**config.mk**
```make
export PLATFORM = sky130hd
export DESIGN_NAME = gnn_agg_top
export DESIGN_NICKNAME = d
export VERILOG_FILES = /design/src/rtl/gnn_agg_pkg.sv /design/src/rtl/edge_buffer.sv /design/src/rtl/edge_pe.sv /design/src/rtl/gnn_agg_top.sv /design/src/rtl/vertex_pe.sv
export VERILOG_INCLUDE_DIRS = /design/src /design/src/rtl
export SDC_FILE = /design/constraint.sdc
export NUM_CORES = 1
export LEC_CHECK = 0
export ABC_CLOCK_PERIOD_IN_PS = 12580
export BUFFER_PORTS_ARGS = -buffer_cell sky130_fd_sc_hd__buf_2
export CORE_MARGIN = 2
export CORE_UTILIZATION = 51
export DETAILED_ROUTE_END_ITERATION = 7
export GPL_TIMING_DRIVEN = 0
export HOLD_SLACK_MARGIN = 0.12
export PLACE_DENSITY = 0.68
export RECOVER_POWER = 50
export SYNTH_ARGS = -nofsm -noshare
export SYNTH_HDL_FRONTEND = slang
export SYNTH_HIERARCHICAL = 1
export SYNTH_SLANG_ARGS = --single-unit
export TNS_END_PERCENT = 10
```
**constraint.sdc**
```tcl
create_clock -name clk -period 12.58 [get_ports clk]
set_input_delay 2.516 -clock clk [delete_from_list [all_inputs] [get_ports clk]]
set_output_delay 2.516 -clock clk [all_outputs]
set_load 0.1 [all_outputs]
```
**src/rtl/gnn_agg_defs.svh**
```systemverilog
`ifndef GNN_AGG_DEFS_SVH
`define GNN_AGG_DEFS_SVH

// lane geometry of one feature vector
`define FV_LANES        4       // feature lanes per vector
`define FV_WIDTH        16      // signed lane width of features

// aggregation range
`define ACC_WIDTH       20      // signed accumulator lane, 16 neighbors fit
`define MAX_DEGREE      15      // largest neighbor count, degree port is 4 bits

// task tagging
`define NODE_ID_WIDTH   8       // node id carried with every result

// vertex update arithmetic
`define WEIGHT_WIDTH    8       // signed lane weight
`define WEIGHT_FRAC     4       // product shift, weight 16 is unity gain

// rate matching between edge and vertex stage
`define BUF_DEPTH       4       // aggregate FIFO entries

`endif

```
**src/rtl/gnn_agg_pkg.sv**
```systemverilog
`default_nettype none

`include "gnn_agg_defs.svh"

package gnn_agg_pkg;

    // one feature lane and the full vector
    typedef logic signed [`FV_WIDTH-1:0] fv_lane_t;
    typedef fv_lane_t [`FV_LANES-1:0] fv_vec_t;         // lane 0 in the low bits

    // accumulator lanes, wide enough for a full neighbor sum
    typedef logic signed [`ACC_WIDTH-1:0] acc_lane_t;
    typedef acc_lane_t [`FV_LANES-1:0] acc_vec_t;       // aggregate carried through FIFO

    // per-lane weights of the vertex update
    typedef logic signed [`WEIGHT_WIDTH-1:0] weight_t;
    typedef weight_t [`FV_LANES-1:0] weight_vec_t;

    // edge_pe sequencer
    typedef enum logic [1:0] {
        st_idle  = 2'd0,                                // waiting for a task
        st_accum = 2'd1,                                // summing neighbor beats
        st_emit  = 2'd2                                 // holding aggregate for the FIFO
    } edge_state_t;

endpackage

`default_nettype wire

```
**src/rtl/edge_buffer.sv**
```systemverilog
`timescale 1ns/100ps
`default_nettype none

`include "gnn_agg_defs.svh"

module edge_buffer (
    input  logic                      clk,            // core clock
    input  logic                      reset,          // sync, active high
    input  logic                      push,           // write from edge stage
    input  logic [`NODE_ID_WIDTH-1:0] push_node_id,
    input  gnn_agg_pkg::acc_vec_t     push_agg,
    input  logic                      pop,            // read from vertex stage
    output logic [`NODE_ID_WIDTH-1:0] pop_node_id,    // head entry id
    output gnn_agg_pkg::acc_vec_t     pop_agg,        // head entry aggregate
    output logic                      full,           // registered from count
    output logic                      empty           // registered from count
);

    import gnn_agg_pkg::*;

    localparam int PTR_WIDTH = $clog2(`BUF_DEPTH);
    localparam int CNT_WIDTH = $clog2(`BUF_DEPTH + 1);
    localparam logic [PTR_WIDTH-1:0] LAST_SLOT = PTR_WIDTH'(`BUF_DEPTH - 1);
    localparam logic [CNT_WIDTH-1:0] DEPTH_CNT = CNT_WIDTH'(`BUF_DEPTH);

    logic [`NODE_ID_WIDTH-1:0] node_mem [`BUF_DEPTH];    // id storage
    acc_vec_t                  agg_mem  [`BUF_DEPTH];    // aggregate storage
    logic [PTR_WIDTH-1:0]      wr_ptr;                   // next slot to write
    logic [PTR_WIDTH-1:0]      rd_ptr;                   // current head
    logic [CNT_WIDTH-1:0]      count;                    // occupancy
    logic [CNT_WIDTH-1:0]      count_d;
    logic                      wr_en;
    logic                      rd_en;

    assign wr_en = push && !full;                        // overflow write dropped
    assign rd_en = pop && !empty;                        // underflow read ignored

    always_comb begin
        case ({wr_en, rd_en})
            2'b10:   count_d = count + 1'b1;
            2'b01:   count_d = count - 1'b1;
            default: count_d = count;                    // idle or push with pop
        endcase
    end

    always_ff @(posedge clk) begin
        if (reset) begin
            wr_ptr <= '0;
            rd_ptr <= '0;
            count  <= '0;
            full   <= 1'b0;
            empty  <= 1'b1;
        end else begin
            if (wr_en) begin
                wr_ptr <= (wr_ptr == LAST_SLOT) ? '0 : wr_ptr + 1'b1;  // circular wrap
            end
            if (rd_en) begin
                rd_ptr <= (rd_ptr == LAST_SLOT) ? '0 : rd_ptr + 1'b1;
            end
            count <= count_d;
            full  <= (count_d == DEPTH_CNT);
            empty <= (count_d == '0);                    // head valid next cycle
        end
    end

    // storage, no reset needed for payload
    always_ff @(posedge clk) begin
        if (wr_en) begin
            node_mem[wr_ptr] <= push_node_id;
            agg_mem[wr_ptr]  <= push_agg;
        end
    end

    assign pop_node_id = node_mem[rd_ptr];               // show-ahead head
    assign pop_agg     = agg_mem[rd_ptr];

endmodule

`default_nettype wire

```
**src/rtl/edge_pe.sv**
```systemverilog
`timescale 1ns/100ps
`default_nettype none

`include "gnn_agg_defs.svh"

module edge_pe (
    input  logic                             clk,           // core clock
    input  logic                             reset,         // sync, active high
    input  logic                             task_valid,    // dispatch strobe
    input  logic [`NODE_ID_WIDTH-1:0]        task_node_id,  // node being aggregated
    input  logic [$clog2(`MAX_DEGREE+1)-1:0] task_degree,   // neighbor count, 0 allowed
    input  logic                             fv_valid,      // one neighbor vector per beat
    input  gnn_agg_pkg::fv_vec_t             fv_data,       // neighbor features
    input  logic                             full,          // FIFO back-pressure
    output logic                             busy,          // tells task source to wait
    output logic                             push,          // FIFO write strobe
    output logic [`NODE_ID_WIDTH-1:0]        push_node_id,  // id travelling with aggregate
    output gnn_agg_pkg::acc_vec_t            push_agg       // finished neighbor sum
);

    import gnn_agg_pkg::*;

    localparam int DEG_WIDTH = $clog2(`MAX_DEGREE + 1);
    localparam int EXT_WIDTH = `ACC_WIDTH - `FV_WIDTH;      // sign bits added per lane

    edge_state_t                state_q;                    // sequencer state
    edge_state_t                state_d;
    logic [DEG_WIDTH-1:0]       degree_q;                   // latched neighbor count
    logic [DEG_WIDTH-1:0]       beat_cnt_q;                 // beats seen so far
    logic [`NODE_ID_WIDTH-1:0]  node_id_q;                  // latched node id
    acc_vec_t                   acc_q;                      // running lane sums
    acc_vec_t                   acc_sum;                    // acc_q plus current beat
    logic                       task_accept;
    logic                       beat_accept;
    logic                       last_beat;

    assign task_accept = task_valid && (state_q == st_idle);   // only taken when idle
    assign beat_accept = fv_valid && (state_q == st_accum);
    assign last_beat   = beat_accept && (beat_cnt_q == degree_q - 1'b1); // d-th beat

    // lane-wise add, each feature sign-extended to accumulator width
    always_comb begin
        for (int lane = 0; lane < `FV_LANES; lane++) begin
            acc_sum[lane] = acc_q[lane]
                          + {{EXT_WIDTH{fv_data[lane][`FV_WIDTH-1]}}, fv_data[lane]};
        end
    end

    always_comb begin
        state_d = state_q;                                  // hold by default
        case (state_q)
            st_idle: begin
                if (task_accept) begin
                    if (task_degree == '0) begin
                        state_d = st_emit;                  // nothing to sum, zero aggregate
                    end else begin
                        state_d = st_accum;
                    end
                end
            end
            st_accum: begin
                if (last_beat) begin
                    state_d = st_emit;
                end
            end
            st_emit: begin
                if (!full) begin
                    state_d = st_idle;                      // push happens this cycle
                end
            end
            default: begin
                state_d = st_idle;
            end
        endcase
    end

    always_ff @(posedge clk) begin
        if (reset) begin
            state_q    <= st_idle;
            beat_cnt_q <= '0;
        end else begin
            state_q <= state_d;
            if (task_accept) begin
                beat_cnt_q <= '0;                           // fresh count per task
            end else if (beat_accept) begin
                beat_cnt_q <= beat_cnt_q + 1'b1;
            end
        end
    end

    // task payload and lane sums
    always_ff @(posedge clk) begin
        if (task_accept) begin
            node_id_q <= task_node_id;
            degree_q  <= task_degree;
            acc_q     <= '0;                                // degree 0 leaves this as result
        end else if (beat_accept) begin
            acc_q <= acc_sum;
        end
    end

    assign busy         = (state_q != st_idle);            // high from cycle after accept
    assign push         = (state_q == st_emit) && !full;   // aggregate held while full
    assign push_node_id = node_id_q;
    assign push_agg     = acc_q;

endmodule

`default_nettype wire

```
**src/rtl/gnn_agg_top.sv**
```systemverilog
`timescale 1ns/100ps
`default_nettype none

`include "gnn_agg_defs.svh"

module gnn_agg_top (
    input  logic                             clk,           // core clock
    input  logic                             reset,         // sync, active high
    input  logic                             task_valid,    // dispatch strobe
    input  logic [`NODE_ID_WIDTH-1:0]        task_node_id,
    input  logic [$clog2(`MAX_DEGREE+1)-1:0] task_degree,
    input  logic                             fv_valid,      // neighbor beat strobe
    input  gnn_agg_pkg::fv_vec_t             fv_data,
    input  logic                             weight_load,   // weight write strobe
    input  logic [$clog2(`FV_LANES)-1:0]     weight_lane,
    input  gnn_agg_pkg::weight_t             weight_value,
    output logic                             busy,          // edge stage occupied
    output logic                             out_valid,     // result pulse
    output logic [`NODE_ID_WIDTH-1:0]        out_node_id,
    output gnn_agg_pkg::fv_vec_t             out_fv
);

    import gnn_agg_pkg::*;

    logic                      push;            // edge stage to FIFO
    logic [`NODE_ID_WIDTH-1:0] push_node_id;
    acc_vec_t                  push_agg;
    logic                      full;
    logic                      pop;             // FIFO to vertex stage
    logic [`NODE_ID_WIDTH-1:0] pop_node_id;
    acc_vec_t                  pop_agg;
    logic                      empty;

    edge_pe i_edge_pe (
        .clk          (clk),
        .reset        (reset),
        .task_valid   (task_valid),
        .task_node_id (task_node_id),
        .task_degree  (task_degree),
        .fv_valid     (fv_valid),
        .fv_data      (fv_data),
        .full         (full),
        .busy         (busy),
        .push         (push),
        .push_node_id (push_node_id),
        .push_agg     (push_agg)
    );

    edge_buffer i_edge_buffer (
        .clk          (clk),
        .reset        (reset),
        .push         (push),
        .push_node_id (push_node_id),
        .push_agg     (push_agg),
        .pop          (pop),
        .pop_node_id  (pop_node_id),
        .pop_agg      (pop_agg),
        .full         (full),
        .empty        (empty)
    );

    vertex_pe i_vertex_pe (
        .clk          (clk),
        .reset        (reset),
        .empty        (empty),
        .pop_node_id  (pop_node_id),
        .pop_agg      (pop_agg),
        .weight_load  (weight_load),
        .weight_lane  (weight_lane),
        .weight_value (weight_value),
        .pop          (pop),
        .out_valid    (out_valid),
        .out_node_id  (out_node_id),
        .out_fv       (out_fv)
    );

endmodule

`default_nettype wire

```
**src/rtl/vertex_pe.sv**
```systemverilog
`timescale 1ns/100ps
`default_nettype none

`include "gnn_agg_defs.svh"

module vertex_pe (
    input  logic                          clk,            // core clock
    input  logic                          reset,          // sync, active high
    input  logic                          empty,          // FIFO has no entry
    input  logic [`NODE_ID_WIDTH-1:0]     pop_node_id,    // head id
    input  gnn_agg_pkg::acc_vec_t         pop_agg,        // head aggregate
    input  logic                          weight_load,    // weight write strobe
    input  logic [$clog2(`FV_LANES)-1:0]  weight_lane,    // lane to overwrite
    input  gnn_agg_pkg::weight_t          weight_value,   // new signed weight
    output logic                          pop,            // take head entry
    output logic                          out_valid,      // one-cycle result pulse
    output logic [`NODE_ID_WIDTH-1:0]     out_node_id,
    output gnn_agg_pkg::fv_vec_t          out_fv          // updated feature vector
);

    import gnn_agg_pkg::*;

    localparam int LANE_WIDTH = $clog2(`FV_LANES);
    localparam int PROD_WIDTH = `ACC_WIDTH + `WEIGHT_WIDTH;
    localparam logic [LANE_WIDTH-1:0] LAST_LANE = LANE_WIDTH'(`FV_LANES - 1);
    localparam logic signed [PROD_WIDTH-1:0] SAT_MAX =
        {{(PROD_WIDTH - `FV_WIDTH + 1){1'b0}}, {(`FV_WIDTH - 1){1'b1}}};   // 32767

    weight_vec_t                  weights_q;        // loadable lane weights
    weight_vec_t                  work_weights_q;   // weights frozen at pop
    acc_vec_t                     work_agg_q;       // popped aggregate being processed
    logic [`NODE_ID_WIDTH-1:0]    work_node_q;
    logic [LANE_WIDTH-1:0]        lane_q;           // lane fed to the multiplier
    logic                         active_q;         // an item is in the lane loop
    logic                         lane_done;        // last lane this cycle
    acc_lane_t                    mult_a;
    weight_t                      mult_b;
    logic signed [PROD_WIDTH-1:0] product;          // full precision product
    logic signed [PROD_WIDTH-1:0] scaled;           // after fixed-point shift
    fv_lane_t                     lane_result;      // saturated and rectified

    assign lane_done = active_q && (lane_q == LAST_LANE);
    // next item may start on the edge that finishes lane 3
    assign pop       = !empty && (!active_q || lane_done);

    // one shared multiplier, lane picked by lane_q
    always_comb begin
        mult_a  = work_agg_q[lane_q];
        mult_b  = work_weights_q[lane_q];
        product = mult_a * mult_b;                  // signed 20x8
        scaled  = product >>> `WEIGHT_FRAC;         // arithmetic, keeps sign
        // clamp to 16-bit range, ReLU then zeroes anything negative
        if (scaled < 0) begin
            lane_result = '0;
        end else if (scaled > SAT_MAX) begin
            lane_result = SAT_MAX[`FV_WIDTH-1:0];
        end else begin
            lane_result = scaled[`FV_WIDTH-1:0];
        end
    end

    always_ff @(posedge clk) begin
        if (reset) begin
            weights_q <= '0;                        // all lanes start at zero gain
            active_q  <= 1'b0;
            lane_q    <= '0;
            out_valid <= 1'b0;
        end else begin
            if (weight_load) begin
                weights_q[weight_lane] <= weight_value;
            end
            out_valid <= lane_done;                 // pulse after the last lane
            if (pop) begin
                active_q <= 1'b1;
                lane_q   <= '0;                     // restart at lane 0
            end else if (lane_done) begin
                active_q <= 1'b0;
                lane_q   <= '0;
            end else if (active_q) begin
                lane_q <= lane_q + 1'b1;
            end
        end
    end

    // working copy and collected result
    always_ff @(posedge clk) begin
        if (pop) begin
            work_agg_q     <= pop_agg;
            work_node_q    <= pop_node_id;
            work_weights_q <= weights_q;            // later loads hit later pops
        end
        if (active_q) begin
            out_fv[lane_q] <= lane_result;
        end
        if (lane_done) begin
            out_node_id <= work_node_q;             // old id even if pop this edge
        end
    end

endmodule

`default_nettype wire

```
==> metrics.txt <==
Final Hold Viols 0; footprint of the multi-input gates 13600 µm²; Tmin final 7640 ps; design area 38500 µm²; Post-synth EDFFs 556; H-tree levels 3; largest cells by area after synthesis edfxtp_1 49%, dfxtp_1 7.8%, fa_1 7.7%; Slew Limit Fails 221; CP max stage cell dfxtp_1; post_cts resized 0; Die W 263 µm; failing checks max-capacitance violations, max-slew violations; grt ovf 0; DR WL/cell 21.9 µm; largest net degree at the start of global routing 52; Total GRT Usage 0.232; vias 20486; vias per cell 5.68; count leader, synth edfxtp_1; Most used DFF post-synth edfxtp_1; ys async rst share 0; worst-path cell chain buf_2 > buf_2 > mux2i_1 > nand2_1 > o21ai_0 > clkbuf_1 > fa_1 > fa_1 > inv_1 > fa_1 > inv_1 > fa_1 > inv_1 > ha_1 > a21o_1 > a21oi_2 > a21oi_1 > o31a_1 > nor2_2 > mux2i_1 > buf_2 > a41oi_2; DRT Wirelength 78900 µm; full die area 69000 µm²; Max rail drop VDD 0.000282 V; Worst Setup Path Type register to register; Max Cap Viol 6; area leader, netlist edfxtp_1; GPL Wtd Cong 0.925; fillcell total 5118; class of the worst hold path register to register; Final #Nets 3049; Slew @ Worst Pin 4180 ps; detailed placement HPWL 56900 µm; share of cells above drive strength 1 0.167; yosys warns 6; RSZ-0062 raised after global routing no; Critical Path End Type register; Post-Synth Adder-Cell Area 0.128; initial antenna violation count 2; CTS Root Cell clkbuf_16; fin cells 3608; CTS tree built; IO Count 165; crit path max fanout 10; run status complete, but fails checks; Setup TNS 0 ps; Post-Synthesis Cells 2440; Routed Antenna Nets 0; main combinational cell family by area after synthesis adder cells; port bufs 164; final worst-path cycle share 0.607; Yosys top cell area share 0.489; post-synthesis mux area share 0.0912; # rows 94; Reg area 19400 µm²; Synth Area in Compound Gates 0.0711; Critical Path Source Type register; clock slew at reported path FFs 60 ps; Num CTS Buffers 70; Worst Hold Path Cells 0; initial core utilization 0.517; # setup viols final 0; WP data arrival 7950 ps; Max clock buf depth 3; Yosys reg bits 689; Post-Synth XOR/XNOR Area 0.0210; first-pass GRT wire length 122000 µm; Core ar. 66000 µm²; die outline height 263 µm; CP required 12890 ps; synthesized area 34100 µm²; First DRT Iteration DRCs 1534; dpl cell area 36300 µm²; # DRC 0; most frequent cells after synthesis 556 x edfxtp_1, 194 x inv_1, 185 x nand2_1; leakage 14.5 nW; clock sinks 689; dpl cells 3479; register area share after synthesis 0.567; Worst-Skew Late Latency 630 ps; Synth cell types 90; vias in the first global route 21311; simple-gate share of the synthesized area 0.0865; power per standard cell area 254 nW/µm²; most frequent CP cell fa_1; Ant. Diodes 0; P&R area growth vs syn 12.9%; worst r2r path cells 22; Crit path largest cell delay 610 ps; Worst R2R Setup Slack 4940 ps; DRT Pass-1 Iters 5; Post-CTS Hold Buffers 0; maximum clock rate 0.131 GHz; Max-slew headroom -1.79; worst clock skew 34.6 ps; # Post-CTS Setup Buffers 0; Mapped Avg Cell Area 14.0 µm²
## worst paths after layout
kind	start	to
worst max register to register	i_vertex_pe/lane_q[0]	i_vertex_pe/out_fv[44]
worst max-delay path	i_vertex_pe/lane_q[0]	i_vertex_pe/out_fv[44]
worst min-delay path	i_vertex_pe/work_node_q[7]	i_vertex_pe/out_node_id[7]
worst min register to register	i_vertex_pe/work_node_q[7]	i_vertex_pe/out_node_id[7]
## cells by family after synthesis
logic type | count (synthesis)
adders and majority gates | 271
xor gates and xnor gates | 82
buffers and inverters | 282
muxes | 167
other | 1
AOI/OAI and AO/OA | 350
DFF | 689
and+or+nand+nor | 598
## layout by cell type, fill, tap and decap left out, types with 125 or more instances in the layout
| cell type | instances |
|---|---|
| edfxtp_1 | 556 |
| inv_1 | 194 |
| nand2_1 | 185 |
| buf_2 | 172 |
| nor2_1 | 142 |
| ha_1 | 140 |
| dfxtp_1 | 133 |
| fa_1 | 131 |
| a21oi_1 | 128 |
| and2_1 | 125 |
## cell type report
class,count,share of cell area
Clock inverter,26,0.00750
Tap cell,864,0.0281
Timing Repair Buffer,172,0.0263
Sequential cell,689,0.502
Multi-Input combinational cell,1472,0.353
Clock buffer,103,0.0521
Inverter,194,0.0189
Buffer,88,0.0118
## critical path: cells and delay by family (launching register included)
family | cells | cell delay, ps
AOI/OAI and AO/OA | 6 | 1270
and+or+nand+nor | 2 | 220
adders and majority gates | 5 | 2420
DFF | 1 | 610
buffers and inverters | 7 | 2080
muxes | 2 | 700
## metrics by stage
stage	total power (W)	setup slack (ps)	hold slack, ps	util
after floorplan	0.00660	4220	400	-
after global placement	0.00772	537	406	0.546
after global routing	0.0104	4380	427	0.584
after detailed placement	0.00779	4870	405	0.550
after CTS	0.00986	4860	421	0.584
final	0.00978	4940	421	0.584
## power breakdown
part           internal [W]  total (W)  switching (W)
clock               0.00118    0.00205       0.000868
sequential          0.00297    0.00306      0.0000859
combinational       0.00168    0.00467        0.00299
## registers in the layout, indices dropped and copies added, names as in the netlist, 2 cells and up, named ones only
name / cells
i_edge_buffer/rd_ptr: 2
i_vertex_pe/out_node_id: 8
i_edge_buffer/agg_mem: 320
i_edge_buffer/node_mem: 32
i_edge_pe/push_agg: 80
i_vertex_pe/work_weights_q: 32
i_edge_buffer/wr_ptr: 2
i_edge_pe/degree_q: 4
i_vertex_pe/out_fv: 64
i_edge_buffer/count: 3
i_edge_pe/push_node_id: 8
i_vertex_pe/weights_q: 32
i_vertex_pe/work_agg_q: 80
i_edge_pe/beat_cnt_q: 4
i_edge_pe/state_q: 2
i_vertex_pe/work_node_q: 8
i_vertex_pe/lane_q: 2
## routing by layer
metal / vias up / global-route usage / part of all wire
li1: 9400 / - / -
met1: 10364 / 0.284 / 0.40
met2: 569 / 0.419 / 0.52
met3: 151 / 0.0317 / 0.050
met4: 2 / 0.0871 / 0.034
met5: - / 0 / 0.00020
Power figures use the tool's default switching activity.
